## config.mk

```make
export PLATFORM = sky130hd
export DESIGN_NAME = fma_unit
export DESIGN_NICKNAME = d
export VERILOG_FILES = /design/src/rtl/fma_pkg.sv /design/src/rtl/fma_classify_select.sv /design/src/rtl/fma_align_add.sv /design/src/rtl/fma_pipe_stage.sv /design/src/rtl/fma_normalize_round.sv /design/src/rtl/fma_unit.sv
export SDC_FILE = /design/constraint.sdc
export NUM_CORES = 1
export LEC_CHECK = 0
export BUFFER_PORTS_ARGS = -buffer_cell sky130_fd_sc_hd__buf_2
export CORE_ASPECT_RATIO = 1.5
export CORE_MARGIN = 2
export CORE_UTILIZATION = 35
export DETAILED_ROUTE_END_ITERATION = 10
export MAX_ROUTING_LAYER = met4
export PLACE_DENSITY_LB_ADDON = 0.12
export REMOVE_ABC_BUFFERS = 1
export SLEW_MARGIN = 20
export SYNTH_ARGS = -nofsm -noshare
export SYNTH_HDL_FRONTEND = slang
export SYNTH_HIERARCHICAL = 1
export SYNTH_SLANG_ARGS = --single-unit
```

## constraint.sdc

```tcl
create_clock -name clk_i -period 9.1 [get_ports clk_i]
set_input_delay 0.91 -clock clk_i [delete_from_list [all_inputs] [get_ports clk_i]]
set_output_delay 0.91 -clock clk_i [all_outputs]
set_load 0.02 [all_outputs]
```

## src/rtl/fma_pkg.sv

```systemverilog
package fma_pkg;

  // ------------------------------------------------
  // Binary16 format and internal widths
  // ------------------------------------------------
  localparam int EXP_BITS = 5;
  localparam int MAN_BITS = 10;
  localparam int BIAS = 15;
  // Precision including the implicit bit
  localparam int PREC_BITS = MAN_BITS + 1;
  // Internal mantissa is 3p+4 bits wide, guard and round included
  localparam int SUM_WIDTH = 3 * PREC_BITS + 4;
  // Lower 2p+3 bits are searched for leading zeros
  localparam int LOWER_SUM_WIDTH = 2 * PREC_BITS + 3;
  localparam int EXP_WIDTH = EXP_BITS + 2;
  localparam int SHAMT_WIDTH = 6;
  localparam int TAG_WIDTH = 4;
  // Canonical quiet NaN
  localparam logic [15:0] QNAN = 16'h7E00;

  // ------------------------------------------------
  // Types
  // ------------------------------------------------
  typedef struct packed {
    logic                sign;
    logic [EXP_BITS-1:0] exponent;
    logic [MAN_BITS-1:0] mantissa;
  } fp16_t;

  typedef struct packed {
    logic is_normal;
    logic is_subnormal;
    logic is_zero;
    logic is_inf;
    logic is_nan;
    logic is_signalling;
  } fp_info_t;

  // IEEE exception flags
  typedef struct packed {
    logic nv;
    logic dz;
    logic of;
    logic uf;
    logic nx;
  } status_t;

  typedef enum logic [1:0] {
    OP_FMADD,
    OP_FNMSUB,
    OP_ADD,
    OP_MUL
  } fma_op_e;

  typedef struct packed {
    fp16_t                operand_a;
    fp16_t                operand_b;
    fp16_t                operand_c;
    fma_op_e              op;
    logic                 op_mod;
    logic [TAG_WIDTH-1:0] tag;
  } fma_req_t;

  // Adjusted operands with special case outcome
  typedef struct packed {
    fp16_t                operand_a;
    fp16_t                operand_b;
    fp16_t                operand_c;
    fp_info_t             info_a;
    fp_info_t             info_b;
    fp_info_t             info_c;
    logic                 is_special;
    fp16_t                special_result;
    status_t              special_status;
    logic [TAG_WIDTH-1:0] tag;
  } prep_t;

  // Bundle carried by the pipeline stages
  typedef struct packed {
    logic                        eff_sub;
    logic signed [EXP_WIDTH-1:0] exp_prod;
    logic signed [EXP_WIDTH-1:0] exp_diff;
    logic signed [EXP_WIDTH-1:0] tent_exp;
    logic [SHAMT_WIDTH-1:0]      addend_shamt;
    logic                        sticky;
    logic [SUM_WIDTH-1:0]        sum;
    logic                        final_sign;
    logic                        is_special;
    fp16_t                       special_result;
    status_t                     special_status;
    logic [TAG_WIDTH-1:0]        tag;
  } mid_t;

  typedef struct packed {
    fp16_t                result;
    status_t              status;
    logic [TAG_WIDTH-1:0] tag;
  } fma_rsp_t;

endpackage

```

## src/rtl/fma_classify_select.sv

```systemverilog
`timescale 1ns/1ps

module fma_classify_select
  import fma_pkg::*;
(
  input  fma_req_t req_i,
  output prep_t    prep_o
);

  // Field-based operand classification
  function automatic fp_info_t classify(input fp16_t x);
    fp_info_t info;
    logic     exp_zero;
    logic     exp_ones;
    logic     man_zero;
    exp_zero           = (x.exponent == '0);
    exp_ones           = (x.exponent == '1);
    man_zero           = (x.mantissa == '0);
    info.is_normal     = !exp_zero && !exp_ones;
    info.is_subnormal  = exp_zero && !man_zero;
    info.is_zero       = exp_zero && man_zero;
    info.is_inf        = exp_ones && man_zero;
    info.is_nan        = exp_ones && !man_zero;
    // Quiet bit is the mantissa MSB
    info.is_signalling = info.is_nan && !x.mantissa[MAN_BITS-1];
    return info;
  endfunction

  fp16_t    op_a, op_b, op_c;
  fp_info_t info_a, info_b, info_c;
  logic     any_inf, any_nan, any_snan;
  logic     eff_sub;
  logic     prod_inf;

  // ------------------------------------------------
  // Operation select
  // ------------------------------------------------
  always_comb begin
    op_a   = req_i.operand_a;
    op_b   = req_i.operand_b;
    op_c   = req_i.operand_c;
    info_a = classify(req_i.operand_a);
    info_b = classify(req_i.operand_b);
    info_c = classify(req_i.operand_c);
    // Sign modifier always flips the addend
    op_c.sign = op_c.sign ^ req_i.op_mod;
    unique case (req_i.op)
      OP_FMADD: ;
      // Negated product
      OP_FNMSUB: op_a.sign = ~op_a.sign;
      // Multiplicand forced to +1.0
      OP_ADD: begin
        op_a   = '{sign: 1'b0, exponent: EXP_BITS'(BIAS), mantissa: '0};
        info_a = '{is_normal: 1'b1, default: 1'b0};
      end
      // Addend forced to -0, so a zero product keeps its sign
      OP_MUL: begin
        op_c   = '{sign: 1'b1, exponent: '0, mantissa: '0};
        info_c = '{is_zero: 1'b1, default: 1'b0};
      end
    endcase
  end

  assign any_inf  = info_a.is_inf | info_b.is_inf | info_c.is_inf;
  assign any_nan  = info_a.is_nan | info_b.is_nan | info_c.is_nan;
  assign any_snan = info_a.is_signalling | info_b.is_signalling | info_c.is_signalling;
  assign eff_sub  = op_a.sign ^ op_b.sign ^ op_c.sign;
  assign prod_inf = info_a.is_inf | info_b.is_inf;

  // ------------------------------------------------
  // Special cases, highest priority first
  // ------------------------------------------------
  always_comb begin
    prep_o.operand_a      = op_a;
    prep_o.operand_b      = op_b;
    prep_o.operand_c      = op_c;
    prep_o.info_a         = info_a;
    prep_o.info_b         = info_b;
    prep_o.info_c         = info_c;
    prep_o.tag            = req_i.tag;
    prep_o.special_result = QNAN;
    prep_o.special_status = '0;
    prep_o.is_special     = 1'b0;
    // Inf times zero is invalid even with a quiet NaN addend
    if ((info_a.is_inf && info_b.is_zero) || (info_a.is_zero && info_b.is_inf)) begin
      prep_o.is_special        = 1'b1;
      prep_o.special_status.nv = 1'b1;
    end else if (any_nan) begin
      prep_o.is_special        = 1'b1;
      prep_o.special_status.nv = any_snan;
    end else if (any_inf) begin
      prep_o.is_special = 1'b1;
      if (prod_inf && info_c.is_inf && eff_sub) begin
        // Opposite infinities cancel
        prep_o.special_status.nv = 1'b1;
      end else if (prod_inf) begin
        prep_o.special_result = '{sign: op_a.sign ^ op_b.sign, exponent: '1, mantissa: '0};
      end else begin
        prep_o.special_result = '{sign: op_c.sign, exponent: '1, mantissa: '0};
      end
    end
  end

endmodule

```

## src/rtl/fma_align_add.sv

```systemverilog
`timescale 1ns/1ps

module fma_align_add
  import fma_pkg::*;
(
  input  prep_t prep_i,
  output mid_t  mid_o
);

  logic signed [EXP_WIDTH-1:0] exp_a, exp_b, exp_c;
  logic signed [EXP_WIDTH-1:0] exp_addend, exp_prod, exp_diff, tent_exp;
  logic [SHAMT_WIDTH-1:0]      addend_shamt;
  logic [PREC_BITS-1:0]        man_a, man_b, man_c;
  logic [2*PREC_BITS-1:0]      product;
  logic [SUM_WIDTH-1:0]        product_shifted;
  logic [SUM_WIDTH+PREC_BITS-1:0] addend_wide;
  logic [SUM_WIDTH-1:0]        addend_shifted;
  logic                        sticky;
  logic                        eff_sub, tent_sign;
  logic [SUM_WIDTH:0]          sum_raw;

  // ------------------------------------------------
  // Exponent path
  // ------------------------------------------------
  assign exp_a = signed'({2'b00, prep_i.operand_a.exponent});
  assign exp_b = signed'({2'b00, prep_i.operand_b.exponent});
  assign exp_c = signed'({2'b00, prep_i.operand_c.exponent});

  // Subnormals behave as encoded exponent 1
  assign exp_addend = exp_c + EXP_WIDTH'(!prep_i.info_c.is_normal);
  // Zero product gets the smallest exponent
  assign exp_prod = (prep_i.info_a.is_zero || prep_i.info_b.is_zero) ? EXP_WIDTH'(2 - BIAS) :
                    exp_a + EXP_WIDTH'(prep_i.info_a.is_subnormal) +
                    exp_b + EXP_WIDTH'(prep_i.info_b.is_subnormal) - EXP_WIDTH'(BIAS);
  assign exp_diff = exp_addend - exp_prod;
  assign tent_exp = (exp_diff > 0) ? exp_addend : exp_prod;

  // Right shift of the addend, saturating on both ends
  always_comb begin
    if (exp_diff <= -2 * PREC_BITS - 1) begin
      addend_shamt = SHAMT_WIDTH'(3 * PREC_BITS + 4);
    end else if (exp_diff <= PREC_BITS + 2) begin
      addend_shamt = SHAMT_WIDTH'(PREC_BITS + 3 - exp_diff);
    end else begin
      addend_shamt = '0;
    end
  end

  // ------------------------------------------------
  // Mantissa product and aligned addend
  // ------------------------------------------------
  assign man_a = {prep_i.info_a.is_normal, prep_i.operand_a.mantissa};
  assign man_b = {prep_i.info_b.is_normal, prep_i.operand_b.mantissa};
  assign man_c = {prep_i.info_c.is_normal, prep_i.operand_c.mantissa};

  assign product = man_a * man_b;
  // Two low bits left free for round and sticky
  assign product_shifted = SUM_WIDTH'(product) << 2;

  // Bits pushed below the sum window fold into sticky
  assign addend_wide = {man_c, {SUM_WIDTH{1'b0}}} >> addend_shamt;
  assign sticky      = |addend_wide[PREC_BITS-1:0];

  assign eff_sub   = prep_i.operand_a.sign ^ prep_i.operand_b.sign ^ prep_i.operand_c.sign;
  assign tent_sign = prep_i.operand_a.sign ^ prep_i.operand_b.sign;

  assign addend_shifted = eff_sub ? ~addend_wide[SUM_WIDTH+PREC_BITS-1:PREC_BITS] :
                                    addend_wide[SUM_WIDTH+PREC_BITS-1:PREC_BITS];
  // Carry-in completes the two's complement only if nothing was lost
  assign sum_raw = product_shifted + addend_shifted + SUM_WIDTH'(eff_sub & ~sticky);

  // ------------------------------------------------
  // Output bundle
  // ------------------------------------------------
  always_comb begin
    mid_o.eff_sub      = eff_sub;
    mid_o.exp_prod     = exp_prod;
    mid_o.exp_diff     = exp_diff;
    mid_o.tent_exp     = tent_exp;
    mid_o.addend_shamt = addend_shamt;
    mid_o.sticky       = sticky;
    // No carry under subtraction means a negative sum
    mid_o.sum = (eff_sub && !sum_raw[SUM_WIDTH]) ? SUM_WIDTH'(-sum_raw) :
                                                   sum_raw[SUM_WIDTH-1:0];
    // Sign flips when the subtraction result was mispredicted
    mid_o.final_sign     = eff_sub ? (sum_raw[SUM_WIDTH] == tent_sign) : tent_sign;
    mid_o.is_special     = prep_i.is_special;
    mid_o.special_result = prep_i.special_result;
    mid_o.special_status = prep_i.special_status;
    mid_o.tag            = prep_i.tag;
  end

endmodule

```

## src/rtl/fma_pipe_stage.sv

```systemverilog
`timescale 1ns/1ps

module fma_pipe_stage
  import fma_pkg::*;
(
  input  logic clk_i,
  input  logic arst_n_i,
  input  logic flush_i,
  input  logic valid_i,
  output logic ready_o,
  input  mid_t data_i,
  output logic valid_o,
  input  logic ready_i,
  output mid_t data_o
);

  logic valid_q;
  mid_t data_q;

  // Free slot or downstream draining this cycle
  assign ready_o = ~valid_q | ready_i;

  // Flush wins over a new load
  always_ff @(posedge clk_i or negedge arst_n_i) begin
    if (!arst_n_i) begin
      valid_q <= 1'b0;
    end else if (flush_i) begin
      valid_q <= 1'b0;
    end else if (ready_o) begin
      valid_q <= valid_i;
    end
  end

  // Payload only moves on an accepted item
  always_ff @(posedge clk_i) begin
    if (valid_i && ready_o) begin
      data_q <= data_i;
    end
  end

  assign valid_o = valid_q;
  assign data_o  = data_q;

endmodule

```

## src/rtl/fma_normalize_round.sv

```systemverilog
`timescale 1ns/1ps

module fma_normalize_round
  import fma_pkg::*;
(
  input  mid_t     mid_i,
  output fma_rsp_t rsp_o
);

  logic signed [EXP_WIDTH-1:0] exp_prod, exp_diff;
  logic [LOWER_SUM_WIDTH-1:0]  sum_lower;
  logic [SHAMT_WIDTH-1:0]      lz_cnt;
  logic signed [EXP_WIDTH-1:0] lz_sgn;
  logic                        lz_empty;
  logic [SHAMT_WIDTH-1:0]      norm_shamt;
  logic signed [EXP_WIDTH-1:0] norm_exp, final_exp;
  logic [SUM_WIDTH:0]          sum_shifted;
  logic [PREC_BITS:0]          final_man;
  logic [2*PREC_BITS+2:0]      sticky_bits;
  logic                        sticky_after;
  logic                        of_before, of_after;
  logic [EXP_BITS-1:0]         pre_exp;
  logic [MAN_BITS-1:0]         pre_man;
  logic [EXP_BITS+MAN_BITS-1:0] pre_abs, rounded_abs;
  logic [1:0]                  round_sticky;
  logic                        round_up, exact_zero;
  fp16_t                       regular_result;
  status_t                     regular_status;

  assign exp_prod  = mid_i.exp_prod;
  assign exp_diff  = mid_i.exp_diff;
  assign sum_lower = mid_i.sum[LOWER_SUM_WIDTH-1:0];

  // ------------------------------------------------
  // Leading zero count
  // ------------------------------------------------
  // Highest set bit wins as the loop runs upward
  always_comb begin
    lz_cnt = SHAMT_WIDTH'(LOWER_SUM_WIDTH);
    for (int i = 0; i < LOWER_SUM_WIDTH; i++) begin
      if (sum_lower[i]) lz_cnt = SHAMT_WIDTH'(LOWER_SUM_WIDTH - 1 - i);
    end
  end

  assign lz_empty = ~|sum_lower;
  assign lz_sgn   = signed'({1'b0, lz_cnt});

  // Shift amount from the anchoring case
  always_comb begin
    if ((exp_diff <= 0) || (mid_i.eff_sub && (exp_diff <= 2))) begin
      if ((exp_prod - lz_sgn + 1 >= 0) && !lz_empty) begin
        // Product anchored, drop the counted zeros
        norm_shamt = SHAMT_WIDTH'(PREC_BITS + 2) + lz_cnt;
        norm_exp   = exp_prod - lz_sgn + 1;
      end else begin
        // Subnormal result, shift capped at the minimum exponent
        norm_shamt = SHAMT_WIDTH'(PREC_BITS + 2 + exp_prod);
        norm_exp   = '0;
      end
    end else begin
      // Addend anchored, undo the alignment shift
      norm_shamt = mid_i.addend_shamt;
      norm_exp   = mid_i.tent_exp;
    end
  end

  assign sum_shifted = {1'b0, mid_i.sum} << norm_shamt;

  // One-bit fix-up around the sum MSB
  always_comb begin
    {final_man, sticky_bits} = sum_shifted[SUM_WIDTH-1:0];
    final_exp                = norm_exp;
    if (sum_shifted[SUM_WIDTH]) begin
      {final_man, sticky_bits} = sum_shifted[SUM_WIDTH:1];
      final_exp                = norm_exp + 1;
    end else if (sum_shifted[SUM_WIDTH-1]) begin
      final_exp = norm_exp;
    end else if (norm_exp > 1) begin
      {final_man, sticky_bits} = {sum_shifted[SUM_WIDTH-2:0], 1'b0};
      final_exp                = norm_exp - 1;
    end else begin
      final_exp = '0;
    end
  end

  assign sticky_after = (|sticky_bits) | mid_i.sticky;

  // ------------------------------------------------
  // Round to nearest even
  // ------------------------------------------------
  // All-ones exponent or above is overflow
  assign of_before = (final_exp >= (2 ** EXP_BITS) - 1);
  // Overflow is rounded up from the largest normal
  assign pre_exp = of_before ? EXP_BITS'((2 ** EXP_BITS) - 2) : final_exp[EXP_BITS-1:0];
  assign pre_man = of_before ? '1 : final_man[MAN_BITS:1];
  assign pre_abs = {pre_exp, pre_man};

  assign round_sticky = of_before ? 2'b11 : {final_man[0], sticky_after};
  assign round_up     = round_sticky[1] & (round_sticky[0] | pre_abs[0]);
  assign rounded_abs  = pre_abs + (EXP_BITS + MAN_BITS)'(round_up);
  assign of_after     = (rounded_abs[EXP_BITS+MAN_BITS-1:MAN_BITS] == '1);
  // An exact zero from a subtraction is +0
  assign exact_zero   = (rounded_abs == '0) && (round_sticky == 2'b00);

  assign regular_result.sign = (exact_zero && mid_i.eff_sub) ? 1'b0 : mid_i.final_sign;
  assign {regular_result.exponent, regular_result.mantissa} = rounded_abs;

  // ------------------------------------------------
  // Flags and result select
  // ------------------------------------------------
  assign regular_status.nv = 1'b0;
  assign regular_status.dz = 1'b0;
  assign regular_status.of = of_before | of_after;
  assign regular_status.nx = (|round_sticky) | of_before | of_after;
  assign regular_status.uf = (rounded_abs[EXP_BITS+MAN_BITS-1:MAN_BITS] == '0) &
                             regular_status.nx;

  assign rsp_o.result = mid_i.is_special ? mid_i.special_result : regular_result;
  assign rsp_o.status = mid_i.is_special ? mid_i.special_status : regular_status;
  assign rsp_o.tag    = mid_i.tag;

endmodule

```

## src/rtl/fma_unit.sv

```systemverilog
`timescale 1ns/1ps

module fma_unit
  import fma_pkg::*;
#(
  parameter int unsigned NumPipeRegs = 2
) (
  input  logic     clk_i,
  input  logic     arst_n_i,
  input  logic     flush_i,
  input  fma_req_t req_i,
  input  logic     in_valid_i,
  output logic     in_ready_o,
  output fma_rsp_t rsp_o,
  output logic     out_valid_o,
  input  logic     out_ready_i,
  output logic     busy_o
);

  prep_t prep;
  // Index k holds the bundle after k register stages
  mid_t [0:NumPipeRegs] stage_data;
  logic [0:NumPipeRegs] stage_valid;
  // Ready is combinational through the chain
  logic [0:NumPipeRegs] stage_ready;

  // ------------------------------------------------
  // Front end
  // ------------------------------------------------
  fma_classify_select u_classify (
    .req_i  (req_i),
    .prep_o (prep)
  );

  fma_align_add u_align_add (
    .prep_i (prep),
    .mid_o  (stage_data[0])
  );

  assign stage_valid[0] = in_valid_i;
  assign in_ready_o     = stage_ready[0];

  // ------------------------------------------------
  // Register stages
  // ------------------------------------------------
  for (genvar i = 0; i < NumPipeRegs; i++) begin : gen_stage
    fma_pipe_stage u_stage (
      .clk_i    (clk_i),
      .arst_n_i (arst_n_i),
      .flush_i  (flush_i),
      .valid_i  (stage_valid[i]),
      .ready_o  (stage_ready[i]),
      .data_i   (stage_data[i]),
      .valid_o  (stage_valid[i+1]),
      .ready_i  (stage_ready[i+1]),
      .data_o   (stage_data[i+1])
    );
  end

  assign stage_ready[NumPipeRegs] = out_ready_i;
  assign out_valid_o              = stage_valid[NumPipeRegs];
  // Any register holding an item
  assign busy_o = |stage_valid[1:NumPipeRegs];

  // Back end
  fma_normalize_round u_norm_round (
    .mid_i (stage_data[NumPipeRegs]),
    .rsp_o (rsp_o)
  );

endmodule

```

**Yosys cells after proc, flatten, opt, wreduce, memory -nomap -nowiden**

Index checks and enable logic that the tools add are counted.

- Add/subtract/negate cells: 17
- $mul: 1
- Order comparisons: 8
- Equality and inequality tests: 8
- Shift-type cells: 2
- Multiplexer cells: 65
- Bitwise operators: 25
- Reductions and logical operators: 64

Operator list:

| operator | number |
|---|---|
| 2-to-1 mux 6 bit | 30 |
| 2-to-1 mux 25 bit | 3 |
| 2-to-1 mux 37 bit | 2 |
| 2-to-1 mux 16 bit | 4 |
| OR reduction 25 bit | 2 |
| 2-to-1 mux 7 bit | 7 |
| >> shifter 48 x 6 -> 48 bit | 1 |
| adder 24 x 37 -> 38 bit | 1 |
| adder 38 x 37 -> 38 bit | 1 |
| << shifter 37 x 6 -> 38 bit | 1 |
| AND 1 x 37 -> 37 bit | 1 |
| negation 37 bit | 1 |
| NOT 1 -> 37 bit | 1 |
| NOT 37 bit | 1 |
| 2-to-1 mux 11 bit | 3 |
| adder 32 x 2 -> 32 bit, second input constant | 1 |
| greater-or-equal comparator 32 x 1 -> 1 bit, second input constant | 1 |
| zero test 10 bit | 3 |
| logical AND 1 bit | 29 |
| multiplier 11 x 11 -> 22 bit | 1 |
| equality test 5 bit, second input constant | 4 |
| zero test 5 bit | 4 |
| 2-to-1 mux 18 bit | 1 |
| adder 15 x 1 -> 15 bit | 1 |
| other kinds (39) | 86 |

- Flip-flop bits (word level): 180
- Bits of input ports: 60
- Output and inout bits: 28
- Word-level logic and storage cells: 220

**Longest topological paths before layout**

- Depth in word-level cells: 46
- Gate-level depth with buffers: 51

**By module**

The synthesis kept the hierarchy.

Modules (own cells, without submodules):

| module | instances | cells each | area each (um^2) |
|---|---|---|---|
| fma_align_add | 1 | 1,250 | 9,366.5 |
| fma_normalize_round | 1 | 941 | 6,089.6 |
| fma_pipe_stage | 2 | 98 | 2,852.7 |
| fma_classify_select | 1 | 156 | 1,108.6 |
| fma_unit | 1 | 1 | 6.3 |

**Worst setup path after synthesis**

Ideal clock, no wire load.

- Path kind: input to register
- Start: input req_i[5] in the netlist's numbering
- End: register gen_stage[0].u_stage.data_q, in the netlist gen_stage[0].u_stage/data_o[63], data pin
- Setup time: 0.263 ns
- Arrival: 9.697 ns
- Data required time: 8.837 ns
- Slack: -0.859 ns
- Cell stages on the path: 48
- Path through: inv_1 ha_1 clkbuf_1 or2_1 ha_1 ha_1 a211oi_1 nor2_1 nor2_1 nor2b_1 nor2_1 xnor2_1 nor2_1 ha_1 xor2_1 a2111o_1 o41ai_4 o32ai_1 [12 not listed] ha_1 ha_1 a21oi_1 o21ai_0 o22ai_1 o21ai_0 o22a_1 a21oi_1 o21ba_2 a21oi_1 o41a_1 o21ai_0 or4_1 xnor2_1 nor4_2 nand3_1 o41ai_2 xnor2_1

RTL lines:

| element | RTL line | RTL |
|---|---|---|
| start: declaration | fma_unit.sv:11 | `input fma_req_t req_i,` |
| end signal: assignment | fma_pipe_stage.sv:37 | `data_q <= data_i;` |
| end: declaration | fma_pipe_stage.sv:18 | `mid_t data_q;` |

==> run_results.csv <==
group,metric,value,unit
timing,clock_skew,0.0335,ns
timing,layout_min_cycle_time,9.40,ns
timing,setup_viol,11,
timing,worst_slack,-0.304,ns
timing,timing.final.hold_violations,0,
clock_network,clk_latency,0.50,ns
run_status,status,"complete, but fails checks",
hold_path,hp-class,"input pin to async pin",
detailed_routing,ant_nets,0,
synthesis,syn_area,0.0222,sq mm
clock_network,cts.reportedPaths.clkPinSlew,0.07,ns
synthesis,avgSynthCellArea,8.78,sq um
place,place_congestion,0.990,
clock_network,cts_tree,"yes",
detailed_routing,avgRoutedWirePerCell,20.6,um
setup_path,critical_path_class,"input pin to flop",
timing,fmax,0.106,GHz
floorplanning,fp.coreArea,0.0631,sq mm
setup_path,critPathCaptureType,"flop",
detailed_routing,num_vias,22300,
run_status,violations,"negative setup slack",
setup_path,crit_path_max_incr_delay,0.53,ns
detailed_routing,first_iter_violations,953,
place,placed_cell_area,0.0282,sq mm
clock_network,cts-buffers-inserted,25,
global_route,grt_usage,0.261,
timing,drv_slew,0,
floorplanning,die_x,210,um
finish,stdcell_area,0.0315,sq mm
global_route,overflow,0,
global_route,grt_max_degree,71,
detailed_routing,vias_per_cell,5.43,
floorplanning,start_util,0.353,
floorplanning,die_y,313,um
timing,fin_crit_sh,1.03,
detailed_routing,drt_wl_total,84.8,mm
clock_network,cts-root-buf,"clkbuf_16",
timing,tightest_slew,0.884,ns
clock_network,postCtsHoldBufs,0,
floorplanning,die_area,0.0656,sq mm
finish,utilization,0.500,
finish,area_delta_synth_final,41.7,%
setup_path,critPathMaxFanout,10,
finish,finalNetCount,3567,
setup_path,cpMostUsedCell,"o21ai_2",
place,placed_cells,3969,
place,hpwlAfterDp,69.7,mm
timing,grt_setup_unrepaired,"true",
setup_path,worstPathRequired,9.32,ns
clock_network,cts_buffer_depth,3,
clock_network,numClockSinks,188,
detailed_routing,drtPass1Iterations,5,
finish,drive_gt1_frac,0.395,
finish,nFillCells,6065,
synthesis,synth_cells,2534,
setup_path,start_kind,"input pin",
clock_network,htree_levels,4,
detailed_routing,drc,0,
job,maxCapViolCount,0,
setup_path,cp_slowest_cell,"or4_4",
floorplanning,row_count,113,
global_route,grt_pass1_wl,129,mm
floorplanning,pin_count,88,
timing,relSlewSlack,0.410,
finish,finalNonFillerCells,4110,
synthesis,ys_warn_count,6,
place,io_buffers,87,
global_route,grt_pass1_vias,22900,
setup_path,cp.arrival,9.62,ns
finish,diodes,0,
global_route,antenna_found_initial,0,
-- registers in the layout (all words and copies together) (netlist names) --
signal,flops
gen_stage.u_stage/data_o,186
gen_stage.u_stage/valid_o,2
-- per-layer routing --
layer / GRT usage / vias up / wire length, um
met5: - / - / 0
met4: 0.158 / 0 / 6220
met3: 0.0159 / 262 / 1750
met2: 0.515 / 493 / 48100
met1: 0.243 / 10800 / 28800
li1: - / 10800 / -
-- per-stage QoR --
| stage | setup WS [ns] | hold WS, ns | setup TNS, ns |
|---|---|---|---|
| 2_1_floorplan | -2.00 | 0.400 | -32.30 |
| 3_3_place_gp | -1.30 | 0.400 | -39.85 |
| 3_5_place_dp | -1.35 | 0.405 | -44.54 |
| 4_1_cts | -0.329 | 0.156 | -2.62 |
| 5_1_grt | -0.706 | 0.160 | -13.31 |
| 6_report | -0.304 | 0.179 | -1.74 |
-- worst max-delay path, delay by kind of cell --
| kind | cells | cell delay, ns |
|---|---|---|
| adders and majority gates | 5 | 1.15 |
| buffers and inverters | 6 | 0.57 |
| muxes | 1 | 0.31 |
| and+or+nand+nor | 15 | 2.69 |
| AOI/OAI and AO/OA | 19 | 3.59 |
| xor gates and xnor gates | 3 | 0.41 |
-- final cells by class --
| class | count | area [sq um] | area share |
|---|---|---|---|
| clock buffers | 26 | 629 | 0.0200 |
| clock inverters | 7 | 58.8 | 0.00187 |
| repair buffers | 928 | 7100 | 0.225 |
| well taps | 805 | 1010 | 0.0320 |
| multi-input cells | 1979 | 16400 | 0.521 |
| inverters | 177 | 667 | 0.0212 |
| flip-flops and latches | 188 | 5640 | 0.179 |
-- layout by cell type, fill, tap and decap left out, types with 56 or more instances in the layout --
master / instances
nor2_1: 121
ha_1: 110
edfxtp_1: 186
buf_2: 78
buf_4: 801
fa_1: 81
nand3_1: 86
and2_1: 67
a21oi_1: 97
inv_1: 165
o21ai_0: 69
xnor2_1: 111
nand2_1: 233
nor3_1: 56
-- what timing repair did --
action                                  in CTS  in global routing
endpoints found under the setup margin      52                 44
resized for setup                          181                198
buffers inserted                            45                 61
pin swaps                                   60                128
gates cloned                                 3                  3
-- path summary, 6_finish.rpt --
| check | from | end | slack, ns | depth (start not counted) |
|---|---|---|---|---|
| worst max-delay path | req_i[27] | gen_stage[0].u_stage/data_o[63]$_DFFE_PP_ | -0.30 | 49 |
| worst min-delay path | arst_n_i | gen_stage[0].u_stage/valid_o$_DFFE_PN0P_ | 0.18 | 1 |
| worst max register to register | gen_stage[1].u_stage/valid_o$_DFFE_PN0P_ | gen_stage[0].u_stage/data_o[6]$_DFFE_PP_ | 6.88 | 4 |
| worst min register to register | gen_stage[0].u_stage/data_o[38]$_DFFE_PP_ | gen_stage[1].u_stage/data_o[38]$_DFFE_PP_ | 0.39 | 0 |
| max in group asynchronous | arst_n_i | gen_stage[1].u_stage/valid_o$_DFFE_PN0P_ | 8.83 | 1 |
| min in group clk_i | gen_stage[0].u_stage/data_o[38]$_DFFE_PP_ | gen_stage[1].u_stage/data_o[38]$_DFFE_PP_ | 0.39 | 0 |
Power is left out: the tool's default activity adds up to more than one toggle a clock period on the data nets, which glitch-free logic cannot reach.
